`src/design/dir_macros.svh`:
```
/*
 * Width, depth and credit constants for the L2 tag directory slice.
 * Include in every RTL file that sizes a port, a field or a queue.
 */
`ifndef DIR_MACROS_SVH
`define DIR_MACROS_SVH

// Entry layout {parity, tag, valid}
`define DIR_WORD_W   32
`define DIR_TAG_W    30

// Index is {panel, offset}, panel 0 is top and 1 is bottom
`define DIR_IDX_W    6
`define DIR_OFF_W    5
`define DIR_DEPTH    32

// Queue depth and starting credits per requester
`define DIR_CREDITS  4

`endif

```
`src/design/dir_pkg.sv`:
```
/*
 * Request, write and response types shared by the directory slice.
 * Referenced by scoped name from the queues, arbiter, array and checker.
 */
`include "dir_macros.svh"

package dir_pkg;

   // Lookup requester id, 0 or 1
   typedef logic dir_port_t;

   // Lookup request, about 7 bits
   typedef struct packed {
      logic [`DIR_IDX_W-1:0] index;
      dir_port_t             port;
   } dir_rd_req_t;

   // Fill or write request, about 38 bits
   typedef struct packed {
      logic [`DIR_IDX_W-1:0] index;
      logic [`DIR_TAG_W-1:0] tag;
      logic                  entry_vld;
      // Store flipped parity to exercise the error path
      logic                  inject;
   } dir_wr_req_t;

   // Lookup response as registered by the checker
   typedef struct packed {
      dir_port_t             port;
      logic [`DIR_TAG_W-1:0] tag;
      logic                  entry_vld;
      // Row parity mismatch on a valid entry
      logic                  perr;
   } dir_rsp_t;

endpackage

```
`src/design/dir_mem_if.sv`:
```
/*
 * Access channel from the arbiter to the panel array.
 * One granted read or write per cycle, valid only in the grant cycle.
 */
`timescale 1ns/1ps
`include "dir_macros.svh"

interface dir_mem_if;

   // Read and write strobes, never both high
   logic                   rd_en;
   logic                   wr_en;
   // Full index, top bit picks the panel
   logic [`DIR_IDX_W-1:0]  index;
   // Encoded entry with parity, used on writes only
   logic [`DIR_WORD_W-1:0] wdata;
   // Requester of a read, carried to the response
   dir_pkg::dir_port_t     port;

   modport arb (
      output rd_en, wr_en, index, wdata, port
   );

   modport mem (
      input  rd_en, wr_en, index, wdata, port
   );

endinterface

```
`src/design/dir_rd_if.sv`:
```
/*
 * Read channel from the panel array to the output checker.
 * Carries both panel words and one-hot selects one cycle after a grant.
 */
`timescale 1ns/1ps
`include "dir_macros.svh"

interface dir_rd_if;

   // Same offset read from both panels
   logic [`DIR_WORD_W-1:0] top_data;
   logic [`DIR_WORD_W-1:0] bottom_data;
   // One-hot panel select, both low when idle
   logic                   sel_top;
   logic                   sel_bottom;
   // Requester of this read
   dir_pkg::dir_port_t     port;
   logic                   valid;

   modport array (
      output top_data, bottom_data, sel_top, sel_bottom, port, valid
   );

   modport check (
      input  top_data, bottom_data, sel_top, sel_bottom, port, valid
   );

endinterface

```
`src/design/dir_arbiter.sv`:
```
/*
 * Grants one queue per cycle onto the directory access channel.
 * Writes win outright, the two lookup queues alternate in round robin.
 */
`timescale 1ns/1ps
`include "dir_macros.svh"

module dir_arbiter (
   input  logic                rclk,
   input  logic                rst_n,
   input  dir_pkg::dir_wr_req_t wr_head,
   input  logic                wr_not_empty,
   input  dir_pkg::dir_rd_req_t rd0_head,
   input  logic                rd0_not_empty,
   input  dir_pkg::dir_rd_req_t rd1_head,
   input  logic                rd1_not_empty,
   output logic                wr_pop,
   output logic                rd0_pop,
   output logic                rd1_pop,
   dir_mem_if.arb              mem
);

   // High when port 1 had the last lookup grant
   logic last_rd1;
   logic rd_any;
   logic wr_par;

   // Fixed priority for writes
   assign wr_pop  = wr_not_empty;
   // Port 0 goes when alone or when port 1 went last
   assign rd0_pop = !wr_not_empty && rd0_not_empty && (!rd1_not_empty || last_rd1);
   assign rd1_pop = !wr_not_empty && rd1_not_empty && (!rd0_not_empty || !last_rd1);
   assign rd_any  = rd0_pop || rd1_pop;

   always_ff @(posedge rclk or negedge rst_n) begin
      if (!rst_n) begin
         // Port 0 first out of reset
         last_rd1 <= 1'b1;
      end else if (rd_any) begin
         last_rd1 <= rd1_pop;
      end
   end

   // Even parity over the tag field, flipped on inject
   assign wr_par = (^wr_head.tag) ^ wr_head.inject;

   // Pop and grant are the same cycle
   assign mem.wr_en = wr_pop;
   assign mem.rd_en = rd_any;
   assign mem.wdata = {wr_par, wr_head.tag, wr_head.entry_vld};

   always_comb begin
      if (wr_pop) begin
         mem.index = wr_head.index;
      end else if (rd0_pop) begin
         mem.index = rd0_head.index;
      end else begin
         mem.index = rd1_head.index;
      end
   end

   // Port id only matters on reads
   assign mem.port = rd1_pop ? rd1_head.port : rd0_head.port;

endmodule

```
`src/design/dir_credit_fifo.sv`:
```
/*
 * Credit-managed request queue with a type-parameter payload.
 * Holds DIR_CREDITS entries and pulses credit in the cycle after each pop.
 */
`timescale 1ns/1ps
`include "dir_macros.svh"

module dir_credit_fifo #(
   parameter type payload_t = logic [7:0]
) (
   input  logic     rclk,
   input  logic     rst_n,
   input  logic     push,
   input  payload_t push_data,
   input  logic     pop,
   output payload_t head,
   output logic     not_empty,
   output logic     credit
);

   localparam int DEPTH = `DIR_CREDITS;
   localparam int PTR_W = $clog2(DEPTH);
   localparam int CNT_W = $clog2(DEPTH + 1);

   payload_t         slots [DEPTH];
   logic [PTR_W-1:0] rd_ptr;
   logic [PTR_W-1:0] wr_ptr;
   logic [CNT_W-1:0] count;
   logic             full;
   logic             do_push;
   logic             do_pop;

   assign full      = (count == CNT_W'(DEPTH));
   assign not_empty = (count != '0);
   // A requester that obeys its credits never pushes into a full queue
   assign do_push   = push && !full;
   assign do_pop    = pop && not_empty;
   assign head      = slots[rd_ptr];

   // Storage, written at the tail
   always_ff @(posedge rclk) begin
      if (do_push) begin
         slots[wr_ptr] <= push_data;
      end
   end

   always_ff @(posedge rclk or negedge rst_n) begin
      if (!rst_n) begin
         rd_ptr <= '0;
         wr_ptr <= '0;
         count  <= '0;
         credit <= 1'b0;
      end else begin
         // Wrap explicitly so any depth works
         if (do_push) begin
            wr_ptr <= (wr_ptr == PTR_W'(DEPTH - 1)) ? '0 : wr_ptr + 1'b1;
         end
         if (do_pop) begin
            rd_ptr <= (rd_ptr == PTR_W'(DEPTH - 1)) ? '0 : rd_ptr + 1'b1;
         end
         if (do_push && !do_pop) begin
            count <= count + 1'b1;
         end else if (do_pop && !do_push) begin
            count <= count - 1'b1;
         end
         // One credit back per entry that leaves
         credit <= do_pop;
      end
   end

endmodule

```
`src/design/dir_out_check.sv`:
```
/*
 * Picks the addressed panel word and checks its parity.
 * Registers the lookup response together with the parity error flag.
 */
`timescale 1ns/1ps
`include "dir_macros.svh"

module dir_out_check (
   input  logic             rclk,
   input  logic             rst_n,
   dir_rd_if.check          rd,
   output dir_pkg::dir_rsp_t rsp,
   output logic             rsp_valid
);

   logic [`DIR_WORD_W-1:0] word;
   // Even and odd bit rows, 16 wide each
   logic [15:0]            row1_bits;
   logic [15:0]            row2_bits;
   logic                   row1_parity;
   logic                   row2_parity;
   logic                   perr_next;

   // Top when selected, bottom otherwise
   assign word = rd.sel_top ? rd.top_data : rd.bottom_data;

   // Row 1 is bits 30..2 padded with a zero, row 2 is bits 31..1
   always_comb begin
      row1_bits[15] = 1'b0;
      for (int i = 0; i < 15; i++) begin
         row1_bits[i] = word[2*i+2];
      end
      for (int i = 0; i < 16; i++) begin
         row2_bits[i] = word[2*i+1];
      end
   end

   assign row1_parity = ^row1_bits;
   assign row2_parity = ^row2_bits;

   // Only a valid entry on a live read can flag an error
   assign perr_next = (row1_parity ^ row2_parity) && word[0]
                      && (rd.sel_top || rd.sel_bottom);

   always_ff @(posedge rclk or negedge rst_n) begin
      if (!rst_n) begin
         rsp       <= '0;
         rsp_valid <= 1'b0;
      end else begin
         rsp_valid <= rd.valid;
         if (rd.valid) begin
            rsp.port      <= rd.port;
            rsp.tag       <= word[`DIR_TAG_W:1];
            rsp.entry_vld <= word[0];
            rsp.perr      <= perr_next;
         end
      end
   end

endmodule

```
`src/design/dir_panel_array.sv`:
```
/*
 * Top and bottom directory panels, 32 entries each.
 * Writes land in one panel at the grant edge, reads register both panels.
 */
`timescale 1ns/1ps
`include "dir_macros.svh"

module dir_panel_array (
   input  logic    rclk,
   input  logic    rst_n,
   dir_mem_if.mem  mem,
   dir_rd_if.array rd
);

   logic [`DIR_WORD_W-1:0] top_panel    [`DIR_DEPTH];
   logic [`DIR_WORD_W-1:0] bottom_panel [`DIR_DEPTH];

   logic [`DIR_OFF_W-1:0]  offset;
   logic                   panel_bottom;

   logic [`DIR_WORD_W-1:0] top_q;
   logic [`DIR_WORD_W-1:0] bottom_q;
   logic                   sel_top_q;
   logic                   sel_bottom_q;
   dir_pkg::dir_port_t     port_q;
   logic                   valid_q;

   // Index split into panel bit and row offset
   assign offset       = mem.index[`DIR_OFF_W-1:0];
   assign panel_bottom = mem.index[`DIR_IDX_W-1];

   // Only the addressed panel takes the write
   always_ff @(posedge rclk) begin
      if (mem.wr_en && !panel_bottom) begin
         top_panel[offset] <= mem.wdata;
      end
      if (mem.wr_en && panel_bottom) begin
         bottom_panel[offset] <= mem.wdata;
      end
   end

   // Read stage, both panels at the same offset
   always_ff @(posedge rclk or negedge rst_n) begin
      if (!rst_n) begin
         top_q        <= '0;
         bottom_q     <= '0;
         sel_top_q    <= 1'b0;
         sel_bottom_q <= 1'b0;
         port_q       <= 1'b0;
         valid_q      <= 1'b0;
      end else begin
         if (mem.rd_en) begin
            top_q    <= top_panel[offset];
            bottom_q <= bottom_panel[offset];
            port_q   <= mem.port;
         end
         // Selects drop back low when no read follows
         sel_top_q    <= mem.rd_en && !panel_bottom;
         sel_bottom_q <= mem.rd_en && panel_bottom;
         valid_q      <= mem.rd_en;
      end
   end

   assign rd.top_data    = top_q;
   assign rd.bottom_data = bottom_q;
   assign rd.sel_top     = sel_top_q;
   assign rd.sel_bottom  = sel_bottom_q;
   assign rd.port        = port_q;
   assign rd.valid       = valid_q;

endmodule

```
`src/design/dir_subsys_top.sv`:
```
/*
 * Tag directory slice top, three credit queues feeding one arbiter.
 * Lookups return on the rsp_* ports two cycles after their grant.
 */
`timescale 1ns/1ps
`include "dir_macros.svh"

module dir_subsys_top (
   input  logic                  rclk,
   input  logic                  rst_n,
   // Lookup port 0
   input  logic                  rd0_valid,
   input  logic [`DIR_IDX_W-1:0] rd0_index,
   output logic                  rd0_credit,
   // Lookup port 1
   input  logic                  rd1_valid,
   input  logic [`DIR_IDX_W-1:0] rd1_index,
   output logic                  rd1_credit,
   // Fill and write port
   input  logic                  wr_valid,
   input  logic [`DIR_IDX_W-1:0] wr_index,
   input  logic [`DIR_TAG_W-1:0] wr_tag,
   input  logic                  wr_entry_vld,
   input  logic                  wr_inject,
   output logic                  wr_credit,
   // Lookup response
   output logic                  rsp_valid,
   output logic                  rsp_port,
   output logic [`DIR_TAG_W-1:0] rsp_tag,
   output logic                  rsp_entry_vld,
   output logic                  rsp_perr
);

   dir_pkg::dir_rd_req_t rd0_req;
   dir_pkg::dir_rd_req_t rd1_req;
   dir_pkg::dir_wr_req_t wr_req;

   dir_pkg::dir_rd_req_t rd0_head;
   dir_pkg::dir_rd_req_t rd1_head;
   dir_pkg::dir_wr_req_t wr_head;

   logic rd0_not_empty;
   logic rd1_not_empty;
   logic wr_not_empty;
   logic rd0_pop;
   logic rd1_pop;
   logic wr_pop;

   dir_pkg::dir_rsp_t rsp;

   dir_mem_if mem_ch ();
   dir_rd_if  rd_ch ();

   // Port id comes from the port the lookup entered on
   assign rd0_req.index = rd0_index;
   assign rd0_req.port  = 1'b0;
   assign rd1_req.index = rd1_index;
   assign rd1_req.port  = 1'b1;

   assign wr_req.index     = wr_index;
   assign wr_req.tag       = wr_tag;
   assign wr_req.entry_vld = wr_entry_vld;
   assign wr_req.inject    = wr_inject;

   dir_credit_fifo #(.payload_t(dir_pkg::dir_rd_req_t)) u_rd0_q (
      .rclk      (rclk),
      .rst_n     (rst_n),
      .push      (rd0_valid),
      .push_data (rd0_req),
      .pop       (rd0_pop),
      .head      (rd0_head),
      .not_empty (rd0_not_empty),
      .credit    (rd0_credit)
   );

   dir_credit_fifo #(.payload_t(dir_pkg::dir_rd_req_t)) u_rd1_q (
      .rclk      (rclk),
      .rst_n     (rst_n),
      .push      (rd1_valid),
      .push_data (rd1_req),
      .pop       (rd1_pop),
      .head      (rd1_head),
      .not_empty (rd1_not_empty),
      .credit    (rd1_credit)
   );

   dir_credit_fifo #(.payload_t(dir_pkg::dir_wr_req_t)) u_wr_q (
      .rclk      (rclk),
      .rst_n     (rst_n),
      .push      (wr_valid),
      .push_data (wr_req),
      .pop       (wr_pop),
      .head      (wr_head),
      .not_empty (wr_not_empty),
      .credit    (wr_credit)
   );

   dir_arbiter u_arb (
      .rclk          (rclk),
      .rst_n         (rst_n),
      .wr_head       (wr_head),
      .wr_not_empty  (wr_not_empty),
      .rd0_head      (rd0_head),
      .rd0_not_empty (rd0_not_empty),
      .rd1_head      (rd1_head),
      .rd1_not_empty (rd1_not_empty),
      .wr_pop        (wr_pop),
      .rd0_pop       (rd0_pop),
      .rd1_pop       (rd1_pop),
      .mem           (mem_ch.arb)
   );

   dir_panel_array u_array (
      .rclk  (rclk),
      .rst_n (rst_n),
      .mem   (mem_ch.mem),
      .rd    (rd_ch.array)
   );

   dir_out_check u_check (
      .rclk      (rclk),
      .rst_n     (rst_n),
      .rd        (rd_ch.check),
      .rsp       (rsp),
      .rsp_valid (rsp_valid)
   );

   // Response struct broken out to plain ports
   assign rsp_port      = rsp.port;
   assign rsp_tag       = rsp.tag;
   assign rsp_entry_vld = rsp.entry_vld;
   assign rsp_perr      = rsp.perr;

endmodule

```
`config.mk`:
```
export PLATFORM = sky130hd
export DESIGN_NAME = dir_subsys_top
export DESIGN_NICKNAME = d
export VERILOG_FILES = /design/src/design/dir_pkg.sv /design/src/design/dir_mem_if.sv /design/src/design/dir_rd_if.sv /design/src/design/dir_arbiter.sv /design/src/design/dir_credit_fifo.sv /design/src/design/dir_out_check.sv /design/src/design/dir_panel_array.sv /design/src/design/dir_subsys_top.sv
export VERILOG_INCLUDE_DIRS = /design/src /design/src/design
export SDC_FILE = /design/constraint.sdc
export NUM_CORES = 2
export LEC_CHECK = 0
export BUFFER_PORTS_ARGS = -buffer_cell sky130_fd_sc_hd__buf_2
export CAP_MARGIN = 0
export CORE_MARGIN = 3
export CORE_UTILIZATION = 40
export DETAILED_ROUTE_END_ITERATION = 8
export PLACE_DENSITY = 0.53
export SLEW_MARGIN = 30
export SYNTH_ARGS = -nofsm -noshare
export SYNTH_HDL_FRONTEND = slang
export SYNTH_SLANG_ARGS = --single-unit
```
`constraint.sdc`:
```
create_clock -name rclk -period 5.1 [get_ports rclk]
set_clock_uncertainty 0.15 [all_clocks]
set_input_delay 0.765 -clock rclk [delete_from_list [all_inputs] [get_ports rclk]]
set_output_delay 0.765 -clock rclk [all_outputs]
set_load 0.02 [all_outputs]
```
==> impl_metrics.ini <==
[clock_tree]
insertion_delay_ns = 0.89
ctsLongestPathBuffers = 3
ctsHtreeMaxLevel = 4
clk_pin_slew_ns = 0.06
cts.sinks = 2375
cts_tree = built
cts_buffers = 236
clockRootBuffer = clkbuf_16
holdBufCountCts = 51
postCtsSetupBuffers = 0
ctsResizeCount = 0

[timing]
maxSlewViolCount = 0
hold_violations = 0
rsz0062_at_grt = false
report.final.setup_viol = 0
holdWs_ns = 0.243
post-route-period-util_pct = 88.3
tightestPinTransition_ns = 0.995
slew-limit-headroom_pct = 33.7
fmax_mhz = 222
tns_ns = 0
period_minus_slack_ns = 4.50

[floorplan]
ios = 92
num_rows = 176
fp.dieH_um = 488
initial_utilization_pct = 40.3
die_area_um2 = 238000
dieWidth_um = 488
coreArea_um2 = 231000

[critical_path]
crit_buf_inv = 4
crit_path_end_kind = register
crit_slowest_cell = nor2_4
crit_family = simple AND/OR/NAND/NOR gates
arrival_ns = 4.84
critical_path_class = register to register
r2r_cells = 10
crit_path_max_fanout = 23
crit_required_ns = 5.44
critPathMostFrequentCell = buf_4
r2r_setup_slack_ns = 0.60
path_cells = or3_1 > inv_2 > nor2_1 > or2_1 > buf_4 > nor2_4 > nand2_2 > buf_4 > nor2_4 > buf_4
slowest_delay_ns = 0.53
worstSetupStartpointType = register
path_depth = 10

[place]
finalWeightedCongestion = 0.810
port_buffers = 91
dpl.hpwl_mm = 168

[drt]
wl_met1_mm = 125
firstDrtPassIters = 6
routed_via_density = 5.90
drc = 0
num_vias = 56600
totalWireLength_mm = 298
first_iter_violations = 7798
ant_nets = 0
dr_wl_met3_mm = 26.5
routed.top_layer = met5
wl_met2_mm = 139
wl_per_cell_um = 31.1

[grt]
track_usage_pct = 24.8
globalRoute.totalOverflow = 0
grt_max_degree = 109
antenna_found_initial = 12
grt_pass1_vias = 54500
grt_pass1_wl_mm = 420

[final_layout]
mostFrequentLayoutCell = edfxtp_1
drive_above_1_share_pct = 15.5
final_cell_mix = edfxtp_1, nand2_1, nand3_1, a21oi_1, buf_4
nets = 6441
nFillCells = 20000
area_growth_syn_to_layout_pct = 15.3

[synth]
synth-seq-cells = 2375
synth_cell_type_count = 68
ys_seq_area_share_pct = 76.1
synth_cells = 6066
ys_warn_count = 0
syn-num-nets = 6141
async_flop_share_pct = 5.35
synth_ff_type = edfxtp_1
yosys.area.top_type = edfxtp_1
synth_edf_count = 2248
synth.top_cell.area_share_pct = 72.7
synth_area_per_cell_um2 = 15.3
netlist_area_um2 = 92900
synth_area_leaders = edfxtp_1, nand2_1, mux4_2

[min_path]
min_path_cells = 4
hold_class = input pin to register

[job]
max_cap_viol_count = 0

[run_status]
outcome = complete, no violations
## metrics by stage
step	util, %	setup slack, ns	instance area [um^2]	instances
final	46.5	0.599	107000	9599
after global routing	46.5	0.461	107000	9595
after CTS	46.5	0.629	107000	9595
after detailed placement	43.0	0.656	99200	9103
after global placement	43.0	0.708	99200	9102
after floorplan	-	0.754	92900	6066
## per-layer routing
metal,up-vias,global-route usage [%]
met5,-,0
met4,2,6.30
met3,458,4.06
met2,2753,39.0
met1,29600,36.0
li1,23800,-
## worst paths after layout
kind,start,to
worst max register to register,u_wr_q.count[1]$_DFFE_PN0P_,u_array.top_panel[24][4]$_DFFE_PP_
min in group asynchronous,rst_n,u_array.rd.top_data[17]$_DFFE_PN0N_
max in group asynchronous,rst_n,u_array.rd.sel_top$_DFF_PN0_
worst min-delay path,rd1_valid,u_rd1_q.wr_ptr[0]$_DFFE_PN0P_
worst min register to register,u_array.rd.port$_DFFE_PN0N_,u_array.rd.port$_DFFE_PN0N_
worst max-delay path,u_wr_q.count[1]$_DFFE_PN0P_,u_array.top_panel[24][4]$_DFFE_PP_
## worst min-delay path, stage by stage
cell      delay, ns
buf_2          0.09
a21boi_1       0.19
nand2_1        0.08
o21ai_0        0.07
## final cells by class
type,count,area [um^2],share of cell area (%)
clock inverters,84,664,0.620
multi-input cells,3277,20900,19.5
diodes,4,10.0,0.00934
well taps,3026,3790,3.53
inverters,15,58.8,0.0549
flip-flops and latches,2375,70700,66.0
clock buffers,357,6700,6.25
repair buffers,461,4340,4.05
## kinds of logic (layout without fill, tap and decap cells)
family | after synthesis | after routing | share of synthesized area (%)
buffers and inverters | 414 | 917 | 2.15
AOI/OAI and AO/OA | 860 | 860 | 6.36
DFF | 2375 | 2375 | 76.1
xor gates and xnor gates | 87 | 87 | 0.820
other | 0 | 4 | 0
adders and majority gates | 20 | 20 | 0.286
muxes | 222 | 222 | 4.74
and+or+nand+nor | 2088 | 2088 | 9.56
## cell usage after synthesis, drive strengths merged (28+ instances only)
cell type	number
xor2	28
a311oi	73
a22oi	87
nor2	170
mux2i	44
a32oi	41
xnor2	59
edfxtp	2248
a31oi	145
nand3	417
clkbuf	153
dfrtp	126
mux4	174
and3	157
a211oi	87
a21oi	276
buf	246
nand2	1305
## sequential cells by signal, indices dropped and copies added (netlist names), 3 cells and up
signal	cells
u_rd0_q.slots	24
u_rd1_q.slots	24
u_array.rd.top_data	32
u_wr_q.count	3
u_array.bottom_panel	1024
u_rd1_q.count	3
u_check.rsp	33
u_array.top_panel	1024
u_rd0_q.count	3
u_array.rd.bottom_data	32
u_wr_q.slots	152
Power is left out: the tool's default activity adds up to more than one toggle a clock period on the data nets, which glitch-free logic cannot reach.
